===== config.mk =====
export PLATFORM = sky130hd
export DESIGN_NAME = stream_read_unit
export DESIGN_NICKNAME = d
export VERILOG_FILES = /design/src/source/read_stream_pkg.sv /design/src/source/stream_read_unit.sv /design/src/source/read_data_collector.sv /design/src/source/read_command_buffer.sv /design/src/source/read_engine.sv
export SDC_FILE = /design/constraint.sdc
export NUM_CORES = 2
export LEC_CHECK = 0
export ABC_AREA = 1
export BUFFER_PORTS_ARGS = -buffer_cell sky130_fd_sc_hd__buf_2
export CORE_UTILIZATION = 60
export CTS_BUF_LIST = sky130_fd_sc_hd__clkbuf_16
export CTS_CLUSTER_DIAMETER = 200
export DETAILED_ROUTE_END_ITERATION = 6
export PLACE_DENSITY = 0.76
export SETUP_SLACK_MARGIN = 0.1
export SLEW_MARGIN = 20
export SYNTH_ARGS = -nofsm -noshare
export SYNTH_HDL_FRONTEND = slang
export SYNTH_SLANG_ARGS = --single-unit
export TNS_END_PERCENT = 20

===== constraint.sdc =====
create_clock -name clock -period 10.5 [get_ports clock]
set_clock_uncertainty 0.05 [all_clocks]
set_input_delay 2.1 -clock clock [delete_from_list [all_inputs] [get_ports clock]]
set_output_delay 2.1 -clock clock [all_outputs]
set_load 0.01 [all_outputs]

===== src/source/read_stream_pkg.sv =====
package read_stream_pkg;

	//////////////////////////////////////////////////////////////////////
	// widths with a meaning
	//////////////////////////////////////////////////////////////////////

	// byte address into host memory
	typedef logic [63:0] address_t;
	// number of 32-bit elements
	typedef logic [31:0] element_count_t;
	typedef logic [31:0] element_t;
	// byte size field of a read command
	typedef logic [11:0] byte_size_t;
	typedef logic [7:0]  cu_id_t;

	//////////////////////////////////////////////////////////////////////
	// encodings
	//////////////////////////////////////////////////////////////////////

	// capi read opcodes
	typedef enum logic [12:0] {
		READ_CL_NA = 13'h0A00,
		READ_PNA   = 13'h0E00
	} command_code_t;

	typedef enum logic [2:0] {
		READ_STREAM_RESET,
		READ_STREAM_IDLE,
		READ_STREAM_SET,
		READ_STREAM_START,
		READ_STREAM_REQ,
		READ_STREAM_FINAL
	} read_state_t;

	//////////////////////////////////////////////////////////////////////
	// constants
	//////////////////////////////////////////////////////////////////////

	localparam int cacheline_bytes    = 128;
	localparam int cacheline_elements = 32;

	localparam int command_buffer_depth         = 8;
	// two commands may still be on their way from the engine
	localparam int command_buffer_alfull        = 6;
	localparam int command_buffer_pointer_width = $clog2(command_buffer_depth);
	localparam int command_buffer_count_width   = command_buffer_pointer_width + 1;

	localparam cu_id_t cu_read_id = 8'h10;

	// smallest power of two bytes holding count elements, count in 1..32
	function automatic byte_size_t command_byte_size(input element_count_t count);
		byte_size_t     size;
		element_count_t bytes;
		size  = 12'd4;
		bytes = count << 2;
		for (int i = 0; i < 5; i++) begin
			if (element_count_t'(size) < bytes)
				size = size << 1;
		end
		return size;
	endfunction

endpackage

===== src/source/stream_read_unit.sv =====
module stream_read_unit (
	input  logic                            clock,
	input  logic                            rstn,
	input  logic                            enabled,
	input  logic                            wed_valid,
	input  read_stream_pkg::address_t       wed_array_address,
	input  read_stream_pkg::element_count_t wed_element_count,
	input  logic                            command_grant,
	input  logic                            response_valid,
	input  read_stream_pkg::element_count_t response_element_count,
	input  logic                            data_valid,
	input  read_stream_pkg::element_t       data_element,
	output logic                            command_valid,
	output read_stream_pkg::command_code_t  command_code,
	output read_stream_pkg::address_t       command_address,
	output read_stream_pkg::byte_size_t     command_byte_size,
	output read_stream_pkg::element_count_t command_element_count,
	output read_stream_pkg::cu_id_t         command_cu_id,
	output logic                            job_done,
	output read_stream_pkg::element_count_t job_element_count_done,
	output read_stream_pkg::element_t       job_checksum,
	output read_stream_pkg::element_count_t data_element_count
);

	import read_stream_pkg::*;

	// engine to buffer
	logic           push;
	command_code_t  engine_command_code;
	address_t       engine_command_address;
	byte_size_t     engine_command_byte_size;
	element_count_t engine_command_element_count;
	cu_id_t         engine_command_cu_id;
	logic           command_buffer_alfull;
	logic           job_start;

	read_engine u_read_engine (
		.clock                 (clock),
		.rstn                  (rstn),
		.enabled               (enabled),
		.wed_valid             (wed_valid),
		.wed_array_address     (wed_array_address),
		.wed_element_count     (wed_element_count),
		.response_valid        (response_valid),
		.response_element_count(response_element_count),
		.command_buffer_alfull (command_buffer_alfull),
		.push                  (push),
		.command_code          (engine_command_code),
		.command_address       (engine_command_address),
		.command_byte_size     (engine_command_byte_size),
		.command_element_count (engine_command_element_count),
		.command_cu_id         (engine_command_cu_id),
		.job_start             (job_start),
		.job_done              (job_done),
		.job_element_count_done(job_element_count_done)
	);

	read_command_buffer u_read_command_buffer (
		.clock                   (clock),
		.rstn                    (rstn),
		.push                    (push),
		.command_code_in         (engine_command_code),
		.command_address_in      (engine_command_address),
		.command_byte_size_in    (engine_command_byte_size),
		.command_element_count_in(engine_command_element_count),
		.command_cu_id_in        (engine_command_cu_id),
		.command_grant           (command_grant),
		.command_buffer_alfull   (command_buffer_alfull),
		.command_valid           (command_valid),
		.command_code            (command_code),
		.command_address         (command_address),
		.command_byte_size       (command_byte_size),
		.command_element_count   (command_element_count),
		.command_cu_id           (command_cu_id)
	);

	read_data_collector u_read_data_collector (
		.clock             (clock),
		.rstn              (rstn),
		.enabled           (enabled),
		.job_start         (job_start),
		.data_valid        (data_valid),
		.data_element      (data_element),
		.job_checksum      (job_checksum),
		.data_element_count(data_element_count)
	);

endmodule


===== src/source/read_data_collector.sv =====
module read_data_collector (
	input  logic                            clock,
	input  logic                            rstn,
	input  logic                            enabled,
	input  logic                            job_start,
	input  logic                            data_valid,
	input  read_stream_pkg::element_t       data_element,
	output read_stream_pkg::element_t       job_checksum,
	output read_stream_pkg::element_count_t data_element_count
);

	import read_stream_pkg::*;

	logic     enabled_in;
	logic     data_valid_latched;
	element_t data_element_latched;

	//////////////////////////////////////////////////////////////////////
	// input registers
	//////////////////////////////////////////////////////////////////////

	always_ff @(posedge clock or negedge rstn) begin
		if (!rstn) begin
			enabled_in <= 1'b0;
		end else begin
			enabled_in <= enabled;
		end
	end

	// strobe holds its value while disabled
	always_ff @(posedge clock or negedge rstn) begin
		if (!rstn) begin
			data_valid_latched <= 1'b0;
		end else if (enabled_in) begin
			data_valid_latched <= data_valid;
		end
	end

	always_ff @(posedge clock) begin
		if (enabled_in)
			data_element_latched <= data_element;
	end

	//////////////////////////////////////////////////////////////////////
	// checksum and element count
	//////////////////////////////////////////////////////////////////////

	// 32-bit sum, wraps on overflow
	always_ff @(posedge clock or negedge rstn) begin
		if (!rstn) begin
			job_checksum <= '0;
		end else if (job_start) begin
			job_checksum <= '0;
		end else if (enabled_in && data_valid_latched) begin
			job_checksum <= job_checksum + data_element_latched;
		end
	end

	always_ff @(posedge clock or negedge rstn) begin
		if (!rstn) begin
			data_element_count <= '0;
		end else if (job_start) begin
			data_element_count <= '0;
		end else if (enabled_in && data_valid_latched) begin
			data_element_count <= data_element_count + 1'b1;
		end
	end

endmodule


===== src/source/read_command_buffer.sv =====
module read_command_buffer (
	input  logic                            clock,
	input  logic                            rstn,
	input  logic                            push,
	input  read_stream_pkg::command_code_t  command_code_in,
	input  read_stream_pkg::address_t       command_address_in,
	input  read_stream_pkg::byte_size_t     command_byte_size_in,
	input  read_stream_pkg::element_count_t command_element_count_in,
	input  read_stream_pkg::cu_id_t         command_cu_id_in,
	input  logic                            command_grant,
	output logic                            command_buffer_alfull,
	output logic                            command_valid,
	output read_stream_pkg::command_code_t  command_code,
	output read_stream_pkg::address_t       command_address,
	output read_stream_pkg::byte_size_t     command_byte_size,
	output read_stream_pkg::element_count_t command_element_count,
	output read_stream_pkg::cu_id_t         command_cu_id
);

	import read_stream_pkg::*;

	command_code_t  code_mem    [command_buffer_depth];
	address_t       address_mem [command_buffer_depth];
	byte_size_t     size_mem    [command_buffer_depth];
	element_count_t count_mem   [command_buffer_depth];
	cu_id_t         cu_id_mem   [command_buffer_depth];

	logic [command_buffer_pointer_width-1:0] write_pointer;
	logic [command_buffer_pointer_width-1:0] read_pointer;
	logic [command_buffer_count_width-1:0]   occupancy;

	logic write_enable;
	logic issue;

	// a push into a full queue is dropped
	assign write_enable = push && (occupancy != command_buffer_count_width'(command_buffer_depth));
	assign issue        = command_grant && (occupancy != '0);

	assign command_buffer_alfull =
		occupancy >= command_buffer_count_width'(read_stream_pkg::command_buffer_alfull);

	//////////////////////////////////////////////////////////////////////
	// pointers and occupancy
	//////////////////////////////////////////////////////////////////////

	always_ff @(posedge clock or negedge rstn) begin
		if (!rstn) begin
			write_pointer <= '0;
			read_pointer  <= '0;
			occupancy     <= '0;
		end else begin
			if (write_enable)
				write_pointer <= write_pointer + 1'b1;
			if (issue)
				read_pointer <= read_pointer + 1'b1;
			occupancy <= occupancy + command_buffer_count_width'(write_enable) -
				command_buffer_count_width'(issue);
		end
	end

	always_ff @(posedge clock) begin
		if (write_enable) begin
			code_mem[write_pointer]    <= command_code_in;
			address_mem[write_pointer] <= command_address_in;
			size_mem[write_pointer]    <= command_byte_size_in;
			count_mem[write_pointer]   <= command_element_count_in;
			cu_id_mem[write_pointer]   <= command_cu_id_in;
		end
	end

	//////////////////////////////////////////////////////////////////////
	// issue side
	//////////////////////////////////////////////////////////////////////

	always_ff @(posedge clock or negedge rstn) begin
		if (!rstn) begin
			command_valid <= 1'b0;
		end else begin
			command_valid <= issue;
		end
	end

	// head entry held on the outputs while command_valid is high
	always_ff @(posedge clock) begin
		if (issue) begin
			command_code          <= code_mem[read_pointer];
			command_address       <= address_mem[read_pointer];
			command_byte_size     <= size_mem[read_pointer];
			command_element_count <= count_mem[read_pointer];
			command_cu_id         <= cu_id_mem[read_pointer];
		end
	end

endmodule


===== src/source/read_engine.sv =====
module read_engine (
	input  logic                           clock,
	input  logic                           rstn,
	input  logic                           enabled,
	input  logic                           wed_valid,
	input  read_stream_pkg::address_t      wed_array_address,
	input  read_stream_pkg::element_count_t wed_element_count,
	input  logic                           response_valid,
	input  read_stream_pkg::element_count_t response_element_count,
	input  logic                           command_buffer_alfull,
	output logic                           push,
	output read_stream_pkg::command_code_t command_code,
	output read_stream_pkg::address_t      command_address,
	output read_stream_pkg::byte_size_t    command_byte_size,
	output read_stream_pkg::element_count_t command_element_count,
	output read_stream_pkg::cu_id_t        command_cu_id,
	output logic                           job_start,
	output logic                           job_done,
	output read_stream_pkg::element_count_t job_element_count_done
);

	import read_stream_pkg::*;

	logic           enabled_in;
	logic           wed_valid_latched;
	address_t       wed_array_address_latched;
	element_count_t wed_element_count_latched;
	logic           response_valid_latched;
	element_count_t response_element_count_latched;
	logic           command_buffer_alfull_latched;

	// job copy the driver works from
	address_t       job_address;
	element_count_t job_element_count;
	element_count_t remaining_count;
	address_t       next_offset;

	read_state_t current_state;
	read_state_t next_state;
	logic        job_accept;
	logic        send_command;

	//////////////////////////////////////////////////////////////////////
	// input registers
	//////////////////////////////////////////////////////////////////////

	always_ff @(posedge clock or negedge rstn) begin
		if (!rstn) begin
			enabled_in <= 1'b0;
		end else begin
			enabled_in <= enabled;
		end
	end

	// job strobe waits here until an enabled cycle has seen it
	always_ff @(posedge clock or negedge rstn) begin
		if (!rstn) begin
			wed_valid_latched <= 1'b0;
		end else if (wed_valid) begin
			wed_valid_latched <= 1'b1;
		end else if (enabled_in) begin
			wed_valid_latched <= 1'b0;
		end
	end

	always_ff @(posedge clock) begin
		if (wed_valid) begin
			wed_array_address_latched <= wed_array_address;
			wed_element_count_latched <= wed_element_count;
		end
	end

	always_ff @(posedge clock or negedge rstn) begin
		if (!rstn) begin
			response_valid_latched        <= 1'b0;
			command_buffer_alfull_latched <= 1'b0;
		end else begin
			command_buffer_alfull_latched <= command_buffer_alfull;
			if (enabled_in)
				response_valid_latched <= response_valid;
		end
	end

	always_ff @(posedge clock) begin
		if (enabled_in)
			response_element_count_latched <= response_element_count;
	end

	//////////////////////////////////////////////////////////////////////
	// read state machine
	//////////////////////////////////////////////////////////////////////

	assign job_accept   = enabled_in && (current_state == READ_STREAM_IDLE) && wed_valid_latched;
	assign send_command = (current_state == READ_STREAM_REQ) && !command_buffer_alfull_latched &&
		(remaining_count != '0);

	always_ff @(posedge clock or negedge rstn) begin
		if (!rstn) begin
			current_state <= READ_STREAM_RESET;
		end else if (enabled_in) begin
			current_state <= next_state;
		end
	end

	always_comb begin
		next_state = current_state;
		case (current_state)
			READ_STREAM_RESET: next_state = READ_STREAM_IDLE;
			READ_STREAM_IDLE: begin
				if (wed_valid_latched)
					next_state = READ_STREAM_SET;
			end
			READ_STREAM_SET:   next_state = READ_STREAM_START;
			READ_STREAM_START: next_state = READ_STREAM_REQ;
			READ_STREAM_REQ: begin
				if (remaining_count == '0)
					next_state = READ_STREAM_FINAL;
			end
			READ_STREAM_FINAL: begin
				if (job_element_count_done == job_element_count)
					next_state = READ_STREAM_IDLE;
			end
			default: next_state = READ_STREAM_RESET;
		endcase
	end

	always_ff @(posedge clock or negedge rstn) begin
		if (!rstn) begin
			job_start <= 1'b0;
		end else begin
			job_start <= job_accept;
		end
	end

	assign job_done = enabled_in && (current_state == READ_STREAM_FINAL) &&
		(job_element_count_done == job_element_count);

	//////////////////////////////////////////////////////////////////////
	// command driver
	//////////////////////////////////////////////////////////////////////

	always_ff @(posedge clock) begin
		if (enabled_in && (current_state == READ_STREAM_SET)) begin
			job_address       <= wed_array_address_latched;
			job_element_count <= wed_element_count_latched;
		end
	end

	always_ff @(posedge clock or negedge rstn) begin
		if (!rstn) begin
			push            <= 1'b0;
			remaining_count <= '0;
			next_offset     <= '0;
		end else begin
			push <= 1'b0;
			if (enabled_in && (current_state == READ_STREAM_SET)) begin
				remaining_count <= wed_element_count_latched;
				next_offset     <= '0;
			end else if (enabled_in && send_command) begin
				push        <= 1'b1;
				next_offset <= next_offset + address_t'(cacheline_bytes);
				if (remaining_count > element_count_t'(cacheline_elements))
					remaining_count <= remaining_count - element_count_t'(cacheline_elements);
				else
					remaining_count <= '0;
			end
		end
	end

	// full lines first, the tail goes out as one partial read
	always_ff @(posedge clock) begin
		if (enabled_in && send_command) begin
			command_address <= job_address + next_offset;
			command_cu_id   <= cu_read_id;
			if (remaining_count > element_count_t'(cacheline_elements)) begin
				command_code          <= READ_CL_NA;
				command_byte_size     <= byte_size_t'(cacheline_bytes);
				command_element_count <= element_count_t'(cacheline_elements);
			end else begin
				command_code          <= READ_PNA;
				command_byte_size     <= read_stream_pkg::command_byte_size(remaining_count);
				command_element_count <= remaining_count;
			end
		end
	end

	//////////////////////////////////////////////////////////////////////
	// response tracking
	//////////////////////////////////////////////////////////////////////

	always_ff @(posedge clock or negedge rstn) begin
		if (!rstn) begin
			job_element_count_done <= '0;
		end else if (enabled_in) begin
			if (current_state == READ_STREAM_SET)
				job_element_count_done <= '0;
			else if (response_valid_latched)
				job_element_count_done <= job_element_count_done + response_element_count_latched;
		end
	end

endmodule


==> impl_metrics.json <==
{
  "synthFlopType": "edfxtp_1",
  "num-fill-cells": 7466,
  "synth-seq-area-share": 0.690,
  "ys_types": 57,
  "clock_latency_ns": 0.75,
  "tritoncts": "yes",
  "synth_edf_count": 1286,
  "hold_buffers": 0,
  "tns_ns": 0,
  "finalCritPeriodShare": 0.485,
  "setup_violations": 0,
  "grt_pass1_wl_um": 233000,
  "synth_cells": 5454,
  "leakage_nw": 27.0,
  "antenna_found_initial": 5,
  "slew_headroom": 0.246,
  "avgViaCountPerCell": 5.86,
  "final_common_cell": "edfxtp_1",
  "finalPower_w": 0.0176,
  "slowest_delay_ns": 0.45,
  "hold_path_class": "register to register",
  "routabilityCongestion": 0.963,
  "cts-root-buf": "clkbuf_16",
  "cts_max_path_buffers": 3,
  "layout_setup_ws_ns": 5.41,
  "violations": "DRC",
  "ir_drop_mv": 0.361,
  "layout.area.seq_mm2": 0.0438,
  "clkTransAtPathRegs_ns": 0.06,
  "wl_per_cell_um": 20.8,
  "track_usage": 0.284,
  "power_density_mw_per_mm2": 246,
  "utilization": 0.686,
  "max_freq_mhz": 196,
  "rows": 118,
  "cp_max_fo": 10,
  "ant_nets": 0,
  "yosysWarnings": 0,
  "grt_max_degree": 182,
  "max-cap-violations": 0,
  "synth_area_mm2": 0.0635,
  "cts_buffers": 149,
  "overflow": 0,
  "cp.arrival_ns": 5.53,
  "cp-end-kind": "register",
  "critPathSlowestCell": "dfrtp_1",
  "die_w_um": 327,
  "crit_path_frequent_cell": "nand2_1",
  "synth-seq-cells": 1492,
  "dp_slack_ns": 5.45,
  "io_pins": 394,
  "place_hpwl_um": 95100,
  "cp-start-kind": "register",
  "start_util": 0.609,
  "dr.pass1.iters": 7,
  "cts-resized-gates": 0,
  "vias": 43100,
  "die_area_mm2": 0.107,
  "synth_area_per_cell_um2": 11.6,
  "mostFrequentLayoutCells": "edfxtp_1, nor2_1, o21ai_0, nand2_1, buf_2",
  "die_h_um": 327,
  "drt_iter0_markers": 4474,
  "fp.coreArea_mm2": 0.104,
  "postCtsSetupBuffers": 0,
  "fin_nets": 6149,
  "worst_slew_pin_slew_ns": 1.13,
  "hold_ws_ns": 0.363,
  "syn_to_final_growth_pct": 12.7,
  "finalHoldViolations": 0,
  "required_ns": 10.94,
  "routed_wl_um": 153000,
  "htreeDepth": 4,
  "remaining_drc_errors": 1,
  "rrSetupSlack_ns": 5.41,
  "drive_gt1_frac": 0.113,
  "clock-sinks": 1492,
  "rsz0062_at_grt": "no",
  "multiInputGateArea_mm2": 0.0178,
  "io_buffers": 367,
  "post-route-min-period_ns": 5.09,
  "async_flop_share": 0.138,
  "outcome": "complete, but fails checks",
  "grt_pass1_vias": 41200,
  "maxSlewViolCount": 0,
  "critPathKind": "register to register"
}
registers in the layout, summed over array words and instances, names as in the netlist, 48 cells and up:
name                                     count
u_read_command_buffer.count_mem            256
u_read_command_buffer.address_mem          512
u_read_engine.next_offset                   57
u_read_command_buffer.size_mem              48
u_read_engine.command_address               64
u_read_command_buffer.command_address       64
u_read_engine.wed_array_address_latched     64
u_read_engine.job_address                   64
routing by layer:
layer  wire length, µm  track usage
met1             63300        0.394
met4              4800        0.100
met2             73200        0.462
met3             11500       0.0411
met5                 0            0
Yosys cell counts, types with 62 or more instances:
master	count	area [µm²]
nor3_1	62	310
o21ai_0	613	3070
dfrtp_1	206	5150
nor2_1	1021	3830
o22ai_1	106	663
nand3_1	82	410
xor2_1	73	639
a31oi_1	138	863
a21oi_1	260	1300
inv_1	321	1200
clkbuf_1	173	649
ha_1	142	1780
nand2_1	595	2230
edfxtp_1	1286	38600
worst max-delay path, delay by kind of cell (launching register included):
| family | cells | cell delay [ns] |
|---|---|---|
| buf+inv | 3 | 0.20 |
| compound gates | 5 | 0.85 |
| fa+ha+maj | 4 | 1.09 |
| flops | 1 | 0.45 |
| simple gates | 21 | 2.14 |
kinds of logic after synthesis:
kind of cell    share of synthesized area
other cells                      0.000118
simple gates                        0.119
buf+inv                            0.0346
xor+xnor                           0.0168
flops                               0.690
compound gates                      0.111
fa+ha+maj                          0.0289
through the flow:
step	instance area (µm²)	cells
CTS	71500	7337
detailed placement	66700	7065
floorplan	63700	5503
global route	71500	7341
global placement	66700	7065
finish	71500	7342
where the power goes:
part | total, W | internal, W | switching [W]
registers | 0.00765 | 0.00718 | 0.000476
clock network | 0.00516 | 0.00297 | 0.00218
logic | 0.00480 | 0.00152 | 0.00327
total | 0.0176 | 0.0117 | 0.00593
cell type report:
type,count,area share
Sequential cell,1492,0.612
Multi-Input combinational cell,3455,0.249
Clock buffer,152,0.0532
Timing Repair Buffer,408,0.0309
Tap cell,1380,0.0241
Inverter,331,0.0177
Clock inverter,120,0.0133
Antenna cell,4,0.000140
worst paths after layout:
path	from	end	cells past startpoint
max	u_read_engine.remaining_count[16]	u_read_engine.command_byte_size[5]	33
min	u_read_engine.wed_array_address_latched[1]	u_read_engine.job_address[1]	0
min in group asynchronous	rstn	u_read_engine.next_offset[18]	1
min reg2reg	u_read_engine.wed_array_address_latched[1]	u_read_engine.job_address[1]	0
max in group asynchronous	rstn	u_read_data_collector.data_element_count[22]	2
max reg2reg	u_read_engine.remaining_count[16]	u_read_engine.command_byte_size[5]	33
No activity file was read; power rests on OpenSTA's default activity.
